[config.mk]
export PLATFORM = sky130hd
export DESIGN_NAME = decode_stage
export DESIGN_NICKNAME = d
export VERILOG_FILES = /design/src/rtl/isa_pkg.sv /design/src/rtl/uop_pkg.sv /design/src/rtl/insn_match.sv /design/src/rtl/imm_gen.sv /design/src/rtl/uop_encode.sv /design/src/rtl/decode_ctrl.sv /design/src/rtl/decode_stage.sv
export SDC_FILE = /design/constraint.sdc
export NUM_CORES = 1
export LEC_CHECK = 0
export BUFFER_PORTS_ARGS = -buffer_cell sky130_fd_sc_hd__buf_2
export CAP_MARGIN = 20
export CORE_ASPECT_RATIO = 0.5
export CORE_MARGIN = 5
export CORE_UTILIZATION = 44
export CTS_CLUSTER_SIZE = 8
export DETAILED_ROUTE_END_ITERATION = 6
export HOLD_SLACK_MARGIN = 0.02
export PLACE_DENSITY = 0.75
export SKIP_CTS_REPAIR_TIMING = 1
export SLEW_MARGIN = 25
export SYNTH_ARGS = -nofsm -noshare
export SYNTH_HDL_FRONTEND = slang
export SYNTH_HIERARCHICAL = 1
export SYNTH_SLANG_ARGS = --single-unit
[constraint.sdc]
create_clock -name clk_i -period 3.8 [get_ports clk_i]
set_clock_uncertainty 0.2 [all_clocks]
set_input_delay 0.19 -clock clk_i [delete_from_list [all_inputs] [get_ports clk_i]]
set_output_delay 0.19 -clock clk_i [all_outputs]
set_load 0.05 [all_outputs]
[src/rtl/isa_pkg.sv]
`default_nettype none

package isa_pkg;

    localparam int XLEN       = 32;
    localparam int INSN_COUNT = 15;
    localparam int REG_ADDR_W = 5;

    // Bit positions in the one-hot class vector.
    localparam int IDX_LUI   = 0;
    localparam int IDX_AUIPC = 1;
    localparam int IDX_JAL   = 2;
    localparam int IDX_JALR  = 3;
    localparam int IDX_BEQ   = 4;
    localparam int IDX_BNE   = 5;
    localparam int IDX_BLT   = 6;
    localparam int IDX_LW    = 7;
    localparam int IDX_SW    = 8;
    localparam int IDX_ADDI  = 9;
    localparam int IDX_ADD   = 10;
    localparam int IDX_SUB   = 11;
    localparam int IDX_OR    = 12;
    localparam int IDX_AND   = 13;
    localparam int IDX_XOR   = 14;

    typedef logic [INSN_COUNT-1:0] insn_class_t;

    // Fixed in every format.
    localparam int RD_LSB   = 7;
    localparam int RS1_LSB  = 15;
    localparam int RS2_LSB  = 20;
    localparam int SIGN_BIT = 31;

    // U and J types match on the opcode alone.
    localparam logic [XLEN-1:0] MASK_LUI    = 32'h0000_007f;
    localparam logic [XLEN-1:0] MATCH_LUI   = 32'h0000_0037;
    localparam logic [XLEN-1:0] MASK_AUIPC  = 32'h0000_007f;
    localparam logic [XLEN-1:0] MATCH_AUIPC = 32'h0000_0017;
    localparam logic [XLEN-1:0] MASK_JAL    = 32'h0000_007f;
    localparam logic [XLEN-1:0] MATCH_JAL   = 32'h0000_006f;
    // Opcode and funct3.
    localparam logic [XLEN-1:0] MASK_JALR   = 32'h0000_707f;
    localparam logic [XLEN-1:0] MATCH_JALR  = 32'h0000_0067;
    localparam logic [XLEN-1:0] MASK_BEQ    = 32'h0000_707f;
    localparam logic [XLEN-1:0] MATCH_BEQ   = 32'h0000_0063;
    localparam logic [XLEN-1:0] MASK_BNE    = 32'h0000_707f;
    localparam logic [XLEN-1:0] MATCH_BNE   = 32'h0000_1063;
    localparam logic [XLEN-1:0] MASK_BLT    = 32'h0000_707f;
    localparam logic [XLEN-1:0] MATCH_BLT   = 32'h0000_4063;
    localparam logic [XLEN-1:0] MASK_LW     = 32'h0000_707f;
    localparam logic [XLEN-1:0] MATCH_LW    = 32'h0000_2003;
    localparam logic [XLEN-1:0] MASK_SW     = 32'h0000_707f;
    localparam logic [XLEN-1:0] MATCH_SW    = 32'h0000_2023;
    localparam logic [XLEN-1:0] MASK_ADDI   = 32'h0000_707f;
    localparam logic [XLEN-1:0] MATCH_ADDI  = 32'h0000_0013;
    // R-type adds funct7.
    localparam logic [XLEN-1:0] MASK_ADD    = 32'hfe00_707f;
    localparam logic [XLEN-1:0] MATCH_ADD   = 32'h0000_0033;
    localparam logic [XLEN-1:0] MASK_SUB    = 32'hfe00_707f;
    localparam logic [XLEN-1:0] MATCH_SUB   = 32'h4000_0033;
    localparam logic [XLEN-1:0] MASK_OR     = 32'hfe00_707f;
    localparam logic [XLEN-1:0] MATCH_OR    = 32'h0000_6033;
    localparam logic [XLEN-1:0] MASK_AND    = 32'hfe00_707f;
    localparam logic [XLEN-1:0] MATCH_AND   = 32'h0000_7033;
    localparam logic [XLEN-1:0] MASK_XOR    = 32'hfe00_707f;
    localparam logic [XLEN-1:0] MATCH_XOR   = 32'h0000_4033;

endpackage

`default_nettype wire

[src/rtl/uop_pkg.sv]
`default_nettype none

package uop_pkg;

    localparam int TAG_W      = 4;
    localparam int ALU_OP_W   = 3;
    localparam int OPND_SEL_W = 2;
    localparam int WB_SEL_W   = 2;
    localparam int BRANCH_W   = 3;
    localparam int MEM_OP_W   = 2;

    // ALU_PASS forwards operand 2 unchanged.
    typedef enum logic [ALU_OP_W-1:0] {
        ALU_NONE, ALU_ADD, ALU_SUB, ALU_OR, ALU_AND, ALU_XOR, ALU_PASS
    } alu_op_t;

    // Zero comes first, a cleared micro-op selects no operand.
    typedef enum logic [OPND_SEL_W-1:0] {
        OPND_ZERO, OPND_REG, OPND_IMM, OPND_PC
    } opnd_sel_t;

    typedef enum logic [WB_SEL_W-1:0] {
        WB_NONE, WB_ALU, WB_MEM, WB_PC4
    } wb_sel_t;

    typedef enum logic [BRANCH_W-1:0] {
        BR_NONE, BR_BEQ, BR_BNE, BR_BLT, BR_JAL, BR_JALR
    } branch_t;

    typedef enum logic [MEM_OP_W-1:0] {
        MEM_NONE, MEM_LW, MEM_SW
    } mem_op_t;

endpackage

`default_nettype wire

[src/rtl/insn_match.sv]
`timescale 1ns/1ps
`default_nettype none

module insn_match (
    input  logic [isa_pkg::XLEN-1:0] insn_i,
    input  logic                     active_i,
    output isa_pkg::insn_class_t     insn_class_o,
    output logic                     illegal_o
);
    import isa_pkg::*;

    function automatic logic hit(input logic [XLEN-1:0] insn,
                                 input logic [XLEN-1:0] mask,
                                 input logic [XLEN-1:0] pattern);
        return (insn & mask) == pattern;
    endfunction

    always_comb begin
        insn_class_o[IDX_LUI]   = hit(insn_i, MASK_LUI, MATCH_LUI);
        insn_class_o[IDX_AUIPC] = hit(insn_i, MASK_AUIPC, MATCH_AUIPC);
        insn_class_o[IDX_JAL]   = hit(insn_i, MASK_JAL, MATCH_JAL);
        insn_class_o[IDX_JALR]  = hit(insn_i, MASK_JALR, MATCH_JALR);
        insn_class_o[IDX_BEQ]   = hit(insn_i, MASK_BEQ, MATCH_BEQ);
        insn_class_o[IDX_BNE]   = hit(insn_i, MASK_BNE, MATCH_BNE);
        insn_class_o[IDX_BLT]   = hit(insn_i, MASK_BLT, MATCH_BLT);
        insn_class_o[IDX_LW]    = hit(insn_i, MASK_LW, MATCH_LW);
        insn_class_o[IDX_SW]    = hit(insn_i, MASK_SW, MATCH_SW);
        insn_class_o[IDX_ADDI]  = hit(insn_i, MASK_ADDI, MATCH_ADDI);
        insn_class_o[IDX_ADD]   = hit(insn_i, MASK_ADD, MATCH_ADD);
        insn_class_o[IDX_SUB]   = hit(insn_i, MASK_SUB, MATCH_SUB);
        insn_class_o[IDX_OR]    = hit(insn_i, MASK_OR, MATCH_OR);
        insn_class_o[IDX_AND]   = hit(insn_i, MASK_AND, MATCH_AND);
        insn_class_o[IDX_XOR]   = hit(insn_i, MASK_XOR, MATCH_XOR);
        // Nothing is classified while inactive.
        if (!active_i) begin
            insn_class_o = '0;
        end
    end

    assign illegal_o = active_i && !(|insn_class_o);

endmodule

`default_nettype wire

[src/rtl/imm_gen.sv]
`timescale 1ns/1ps
`default_nettype none

module imm_gen (
    input  logic [isa_pkg::XLEN-1:0] insn_i,
    input  isa_pkg::insn_class_t     insn_class_i,
    output logic [isa_pkg::XLEN-1:0] imm_o
);
    import isa_pkg::*;

    logic sign;
    logic fmt_i;
    logic fmt_s;
    logic fmt_b;
    logic fmt_u;
    logic fmt_j;

    assign sign  = insn_i[SIGN_BIT];
    assign fmt_i = insn_class_i[IDX_ADDI] | insn_class_i[IDX_LW] | insn_class_i[IDX_JALR];
    assign fmt_s = insn_class_i[IDX_SW];
    assign fmt_b = insn_class_i[IDX_BEQ] | insn_class_i[IDX_BNE] | insn_class_i[IDX_BLT];
    assign fmt_u = insn_class_i[IDX_LUI] | insn_class_i[IDX_AUIPC];
    assign fmt_j = insn_class_i[IDX_JAL];

    always_comb begin
        if (fmt_i) begin
            imm_o = {{(XLEN-12){sign}}, insn_i[31:20]};
        end else if (fmt_s) begin
            imm_o = {{(XLEN-12){sign}}, insn_i[31:25], insn_i[11:7]};
        end else if (fmt_b) begin
            imm_o = {{(XLEN-12){sign}}, insn_i[7], insn_i[30:25], insn_i[11:8], 1'b0};
        end else if (fmt_u) begin
            imm_o = {insn_i[31:12], 12'b0};
        end else if (fmt_j) begin
            imm_o = {{(XLEN-20){sign}}, insn_i[19:12], insn_i[20], insn_i[30:21], 1'b0};
        end else begin
            // R-type and unclassified words.
            imm_o = '0;
        end
    end

endmodule

`default_nettype wire

[src/rtl/uop_encode.sv]
`timescale 1ns/1ps
`default_nettype none

module uop_encode (
    input  logic                           clk_i,
    input  logic                           rstn_i,
    input  logic                           hold_i,
    input  logic [isa_pkg::XLEN-1:0]       insn_i,
    input  logic [isa_pkg::XLEN-1:0]       pc_i,
    input  logic                           taken_i,
    input  isa_pkg::insn_class_t           insn_class_i,
    input  logic                           illegal_i,
    input  logic [isa_pkg::XLEN-1:0]       imm_i,
    input  logic [uop_pkg::TAG_W-1:0]      tag_i,
    output logic                           uop_valid_o,
    output logic                           uop_illegal_o,
    output logic [isa_pkg::XLEN-1:0]       uop_pc_o,
    output logic [uop_pkg::TAG_W-1:0]      uop_tag_o,
    output logic                           uop_taken_o,
    output logic [isa_pkg::REG_ADDR_W-1:0] uop_rs1_o,
    output logic                           uop_rs1_en_o,
    output logic [isa_pkg::REG_ADDR_W-1:0] uop_rs2_o,
    output logic                           uop_rs2_en_o,
    output logic [isa_pkg::REG_ADDR_W-1:0] uop_rd_o,
    output logic                           uop_rd_alloc_o,
    output logic [isa_pkg::XLEN-1:0]       uop_imm_o,
    output uop_pkg::alu_op_t               uop_alu_op_o,
    output uop_pkg::opnd_sel_t             uop_op1_sel_o,
    output uop_pkg::opnd_sel_t             uop_op2_sel_o,
    output uop_pkg::wb_sel_t               uop_wb_sel_o,
    output uop_pkg::branch_t               uop_branch_o,
    output uop_pkg::mem_op_t               uop_mem_o
);
    import isa_pkg::*;
    import uop_pkg::*;

    logic      valid_d;
    logic      is_rtype;
    logic      is_branch;
    logic      rs1_en_d;
    logic      rs2_en_d;
    logic      rd_alloc_d;
    alu_op_t   alu_op_d;
    opnd_sel_t op1_sel_d;
    opnd_sel_t op2_sel_d;
    wb_sel_t   wb_sel_d;
    branch_t   branch_d;
    mem_op_t   mem_d;

    assign valid_d   = |insn_class_i;
    assign is_rtype  = insn_class_i[IDX_ADD] | insn_class_i[IDX_SUB] | insn_class_i[IDX_OR]
                     | insn_class_i[IDX_AND] | insn_class_i[IDX_XOR];
    assign is_branch = insn_class_i[IDX_BEQ] | insn_class_i[IDX_BNE] | insn_class_i[IDX_BLT];

    assign rs1_en_d   = is_rtype | is_branch | insn_class_i[IDX_JALR] | insn_class_i[IDX_LW]
                      | insn_class_i[IDX_SW] | insn_class_i[IDX_ADDI];
    assign rs2_en_d   = is_rtype | is_branch | insn_class_i[IDX_SW];
    assign rd_alloc_d = is_rtype | insn_class_i[IDX_LUI] | insn_class_i[IDX_AUIPC]
                      | insn_class_i[IDX_JAL] | insn_class_i[IDX_JALR]
                      | insn_class_i[IDX_LW] | insn_class_i[IDX_ADDI];

    // Class is one-hot, so item order only matters for the fallbacks.
    always_comb begin
        case (1'b1)
            insn_class_i[IDX_LUI]: alu_op_d = ALU_PASS;
            insn_class_i[IDX_SUB]: alu_op_d = ALU_SUB;
            insn_class_i[IDX_OR]:  alu_op_d = ALU_OR;
            insn_class_i[IDX_AND]: alu_op_d = ALU_AND;
            insn_class_i[IDX_XOR]: alu_op_d = ALU_XOR;
            is_branch:             alu_op_d = ALU_NONE;
            valid_d:               alu_op_d = ALU_ADD;
            default:               alu_op_d = ALU_NONE;
        endcase

        case (1'b1)
            insn_class_i[IDX_AUIPC], insn_class_i[IDX_JAL]: op1_sel_d = OPND_PC;
            rs1_en_d:                                       op1_sel_d = OPND_REG;
            default:                                        op1_sel_d = OPND_ZERO;
        endcase

        // SW reads rs2 as store data, its address takes the immediate.
        case (1'b1)
            rs2_en_d && !insn_class_i[IDX_SW]: op2_sel_d = OPND_REG;
            valid_d:                           op2_sel_d = OPND_IMM;
            default:                           op2_sel_d = OPND_ZERO;
        endcase

        case (1'b1)
            insn_class_i[IDX_JAL], insn_class_i[IDX_JALR]: wb_sel_d = WB_PC4;
            insn_class_i[IDX_LW]:                          wb_sel_d = WB_MEM;
            insn_class_i[IDX_SW], is_branch:               wb_sel_d = WB_NONE;
            valid_d:                                       wb_sel_d = WB_ALU;
            default:                                       wb_sel_d = WB_NONE;
        endcase

        case (1'b1)
            insn_class_i[IDX_BEQ]:  branch_d = BR_BEQ;
            insn_class_i[IDX_BNE]:  branch_d = BR_BNE;
            insn_class_i[IDX_BLT]:  branch_d = BR_BLT;
            insn_class_i[IDX_JAL]:  branch_d = BR_JAL;
            insn_class_i[IDX_JALR]: branch_d = BR_JALR;
            default:                branch_d = BR_NONE;
        endcase

        case (1'b1)
            insn_class_i[IDX_LW]: mem_d = MEM_LW;
            insn_class_i[IDX_SW]: mem_d = MEM_SW;
            default:              mem_d = MEM_NONE;
        endcase
    end

    always_ff @(posedge clk_i) begin
        if (!rstn_i) begin
            uop_valid_o    <= 1'b0;
            uop_illegal_o  <= 1'b0;
            uop_tag_o      <= '0;
            uop_taken_o    <= 1'b0;
            uop_rs1_en_o   <= 1'b0;
            uop_rs2_en_o   <= 1'b0;
            uop_rd_alloc_o <= 1'b0;
            uop_alu_op_o   <= ALU_NONE;
            uop_op1_sel_o  <= OPND_ZERO;
            uop_op2_sel_o  <= OPND_ZERO;
            uop_wb_sel_o   <= WB_NONE;
            uop_branch_o   <= BR_NONE;
            uop_mem_o      <= MEM_NONE;
        end else if (!hold_i) begin
            uop_valid_o    <= valid_d;
            uop_illegal_o  <= illegal_i;
            uop_taken_o    <= taken_i && valid_d;
            uop_rs1_en_o   <= rs1_en_d;
            uop_rs2_en_o   <= rs2_en_d;
            uop_rd_alloc_o <= rd_alloc_d;
            uop_alu_op_o   <= alu_op_d;
            uop_op1_sel_o  <= op1_sel_d;
            uop_op2_sel_o  <= op2_sel_d;
            uop_wb_sel_o   <= wb_sel_d;
            uop_branch_o   <= branch_d;
            uop_mem_o      <= mem_d;
            // Tag of the last valid micro-op.
            if (valid_d) begin
                uop_tag_o <= tag_i;
            end
        end
    end

    always_ff @(posedge clk_i) begin
        if (!hold_i) begin
            uop_pc_o  <= pc_i;
            uop_imm_o <= imm_i;
            uop_rs1_o <= rs1_en_d ? insn_i[RS1_LSB +: REG_ADDR_W] : '0;
            uop_rs2_o <= rs2_en_d ? insn_i[RS2_LSB +: REG_ADDR_W] : '0;
            uop_rd_o  <= rd_alloc_d ? insn_i[RD_LSB +: REG_ADDR_W] : '0;
        end
    end

endmodule

`default_nettype wire

[src/rtl/decode_ctrl.sv]
`timescale 1ns/1ps
`default_nettype none

module decode_ctrl (
    input  logic                      clk_i,
    input  logic                      rstn_i,
    input  logic                      fetch_valid_i,
    input  logic                      flush_i,
    input  logic                      stall_i,
    input  isa_pkg::insn_class_t      insn_class_i,
    output logic                      active_o,
    output logic                      hold_o,
    output logic [uop_pkg::TAG_W-1:0] tag_o
);

    logic tag_adv;

    assign active_o = fetch_valid_i && !flush_i;

    // Stall wins over flush, the register holds whatever it had.
    assign hold_o = stall_i;

    // Class is already zero for flushed or invalid words.
    assign tag_adv = (|insn_class_i) && !stall_i;

    always_ff @(posedge clk_i) begin
        if (!rstn_i) begin
            tag_o <= '0;
        end else if (tag_adv) begin
            tag_o <= tag_o + 1'b1;
        end
    end

endmodule

`default_nettype wire

[src/rtl/decode_stage.sv]
`timescale 1ns/1ps
`default_nettype none

module decode_stage (
    input  logic                           clk_i,
    input  logic                           rstn_i,
    input  logic [isa_pkg::XLEN-1:0]       fetch_insn_i,
    input  logic [isa_pkg::XLEN-1:0]       fetch_pc_i,
    input  logic                           fetch_valid_i,
    input  logic                           fetch_taken_i,
    input  logic                           flush_i,
    input  logic                           stall_i,
    output logic                           uop_valid_o,
    output logic                           uop_illegal_o,
    output logic [isa_pkg::XLEN-1:0]       uop_pc_o,
    output logic [uop_pkg::TAG_W-1:0]      uop_tag_o,
    output logic                           uop_taken_o,
    output logic [isa_pkg::REG_ADDR_W-1:0] uop_rs1_o,
    output logic                           uop_rs1_en_o,
    output logic [isa_pkg::REG_ADDR_W-1:0] uop_rs2_o,
    output logic                           uop_rs2_en_o,
    output logic [isa_pkg::REG_ADDR_W-1:0] uop_rd_o,
    output logic                           uop_rd_alloc_o,
    output logic [isa_pkg::XLEN-1:0]       uop_imm_o,
    output uop_pkg::alu_op_t               uop_alu_op_o,
    output uop_pkg::opnd_sel_t             uop_op1_sel_o,
    output uop_pkg::opnd_sel_t             uop_op2_sel_o,
    output uop_pkg::wb_sel_t               uop_wb_sel_o,
    output uop_pkg::branch_t               uop_branch_o,
    output uop_pkg::mem_op_t               uop_mem_o
);
    import isa_pkg::*;
    import uop_pkg::*;

    logic             active;
    logic             hold;
    logic             illegal;
    insn_class_t      insn_class;
    logic [XLEN-1:0]  imm;
    logic [TAG_W-1:0] tag;

    decode_ctrl u_ctrl (
        .clk_i,
        .rstn_i,
        .fetch_valid_i,
        .flush_i,
        .stall_i,
        .insn_class_i (insn_class),
        .active_o     (active),
        .hold_o       (hold),
        .tag_o        (tag)
    );

    insn_match u_match (
        .insn_i       (fetch_insn_i),
        .active_i     (active),
        .insn_class_o (insn_class),
        .illegal_o    (illegal)
    );

    imm_gen u_imm (
        .insn_i       (fetch_insn_i),
        .insn_class_i (insn_class),
        .imm_o        (imm)
    );

    // Micro-op outputs share their names with the top-level ports.
    uop_encode u_encode (
        .clk_i,
        .rstn_i,
        .hold_i       (hold),
        .insn_i       (fetch_insn_i),
        .pc_i         (fetch_pc_i),
        .taken_i      (fetch_taken_i),
        .insn_class_i (insn_class),
        .illegal_i    (illegal),
        .imm_i        (imm),
        .tag_i        (tag),
        .*
    );

endmodule

`default_nettype wire

==> results.tsv <==
metric	value	unit
path_clk_slew	80	ps
placementRows	26	
fmax	307	MHz
wl	11.4	mm
synth_area_leaders	edfxtp_1 (53%), dfxtp_1 (12%), a21o_1 (3.5%)	
setup-violations-final	0	
syn_area	4490	sq um
r2r_end	u_ctrl/tag_o[1]	
layout_commonest_cell	buf_2	
drt-pass1-iter-count	5	
slew_headroom	45.9	%
cp.arrival	3160	ps
drc_errors	0	
worstHoldStart	fetch_insn_i[7]	
wire_per_inst	15.8	um
setup_tns	0	ps
synth_warnings	6	
clock_path_buffers	2	
syn_nets	411	
power_leakage	2.84	nW
io_buffer_count	172	
antenna_cells	0	
worst_setup_path_end_kind	flop	
cp_slowest_cell	nor3_1	
crit_type	in2reg	
cp-start-kind	input pin	
drive_above_1_share	36.7	%
worstSkewPairLatency	350	ps
cts_max_level	3	
r2r_cells	3	
vias	3635	
synth.distinct_cells	57	
grt_max_degree	59	
drv_cap	0	
worst_slew_pin_slew	806	ps
syn_inst	340	
ys.flop_type	edfxtp_1	
layout_common_cells	buf_2 (172), edfxtp_1 (79), dlygate4sd3_1 (57), dfxtp_1 (28), nand2_1 (26)	
r2r_start	u_ctrl/tag_o[0]	
antenna_found_initial	0	
period_minus_slack	3260	ps
die_y	81.4	um
hold_depth	2	
cts_tree	built	
async_flop_share	0	%
yosysTopAreaCellShare	52.8	%
drtIter0Drc	290	
grt_pass1_vias	3174	
die_w	153	um
seq_area_frac_synth	65.3	%
slew_violations	0	
syn_avg_cell_area	13.2	sq um
num_io_pins	173	
vdd_drop_max	0.213	mV
overflow	0	
cts_sinks	107	
hpwl	7.92	mm
reg2reg_setup_slack	2670	ps
gp_congestion	0.989	
viasPerCell	5.04	
cts-root-buf	clkbuf_16	
powerDensity	418	nW/um^2
hold_violations	0	
required	3700	ps
drtAntennaViolNets	0	
grt_first_pass_wirelength	16.5	mm
critPathMaxFanout	9	
synth_top_area_cell	edfxtp_1	
whs	14.7	ps
timing.final.crit_share	85.8	%
grt_setup_unrepaired	false	
track_usage	16.7	%
syn2layout_area_growth	42.7	%
die_area	12400	sq um
max_stage_delay	610	ps
whs_endpoint	u_encode/uop_rd_o[0]	
start_util	44.5	%
synth_edf_count	79	
ys_ff_latch	107	
cts_inserted_buffers	9	
nets	647	
coreArea	10100	sq um
run_status	complete, no violations	
crit_chain	dlygate4sd3_1 > buf_2 > inv_1 > and3_1 > and3b_1 > nor3_1 > o21ai_1 > a22o_1 > dlygate4sd3_1	
hp-class	in2reg	
path_common_cell	dlygate4sd3_1	
-- area by class of cell --
type	count	area [sq um]
Tap cell	140	175
Fill cell	793	3680
Clock inverter	7	75.1
Inverter	5	20.0
Multi-Input combinational cell	219	1500
Timing Repair Buffer	234	1480
Clock buffer	9	225
Sequential cell	107	2930
-- cell usage after synthesis, types with 2 or more instances --
cell type and count:
nand2b_1 3, edfxtp_1 79, nor4b_1 2, nand3_1 9
o211a_1 2, nor3_1 8, and3_1 2, a22o_1 4
and2b_1 3, and2_1 11, nor4_2 3, a22oi_1 2
nand2_1 26, clkbuf_1 6, nand4_1 4, or3_1 2
nor4_1 5, a32o_1 2, buf_4 2, nor3_4 2
nor2b_1 19, a21oi_1 8, or4_4 2, nor2_1 22
o21ai_0 12, mux2i_1 8, a21o_1 21, or4_1 2
a21boi_0 2, inv_1 5, a31oi_1 4, nor4_4 3
and4b_1 2, nor3b_1 3, dfxtp_1 28
-- logic make-up (layout without fill, tap and decap cells) --
| kind of cell | count (synthesis) | after routing | synth area share (%) |
|---|---|---|---|
| simple gates | 142 | 142 | 20.3 |
| flops | 107 | 107 | 65.3 |
| compound gates | 66 | 66 | 10.6 |
| buf+inv | 14 | 255 | 1.37 |
| mux | 8 | 8 | 1.78 |
| fa+ha+maj | 2 | 2 | 0.501 |
| xor+xnor | 1 | 1 | 0.195 |
-- per-layer routing --
layer  track usage, %  up-vias  share of wire (%)
met5                0        -                  0
met4             4.00        0               0.68
met3             4.53        8                6.3
met2             28.5      130                 51
met1             21.6     1739                 42
li1                 -     1758                  -
-- registers in the layout (all words and copies together) (netlist names), 2 cells and up --
register and flops:
u_encode/uop_mem_o 2, u_encode/uop_alu_op_o 3, u_encode/uop_op2_sel_o 2, u_ctrl/tag_o 4, u_encode/uop_tag_o 4, u_encode/uop_wb_sel_o 2, u_encode/uop_rs1_o 5, u_encode/uop_op1_sel_o 2
u_encode/uop_imm_o 32, u_encode/uop_pc_o 32, u_encode/uop_branch_o 3, u_encode/uop_rs2_o 5, u_encode/uop_rd_o 5
-- worst max-delay path by stage --
stage	slack, ps	from	depth (start not counted)	to
floorplan	1230	fetch_insn_i[2]	7	u_encode/uop_tag_o[0]
global placement	920	fetch_valid_i	9	u_encode/uop_rs1_o[0]
detailed placement	820	fetch_valid_i	9	u_encode/uop_rs1_o[4]
CTS	1200	fetch_valid_i	9	u_encode/uop_rs1_o[2]
global route	340	fetch_insn_i[12]	9	u_encode/uop_imm_o[1]
finish	540	fetch_insn_i[12]	9	u_encode/uop_imm_o[3]
-- power by group --
part           switching (mW)  internal (mW)
registers              0.0136           1.31
logic                   0.307          0.119
clock network           0.458          0.468
total                   0.779           1.90
-- worst max-delay path, delay by kind of cell --
kind                   cells  cell delay [ps]
AO/OA/AOI/OAI              2              560
AND/OR/NAND/NOR            3             1080
buffers and inverters      4             1330
-- per-stage QoR --
step | cells | power [mW] | instance area (sq um) | setup slack [ps] | util, %
CTS | 664 | 2.66 | 5840 | 1200 | 57.9
detailed placement | 648 | 1.74 | 5540 | 825 | 54.9
global route | 721 | 2.79 | 6410 | 344 | 63.5
finish | 721 | 2.68 | 6410 | 539 | 63.5
global placement | 648 | 1.73 | 5540 | 920 | 54.9
floorplan | 340 | 1.62 | 4490 | 1230 | -
(Power assumes the default switching activity.)
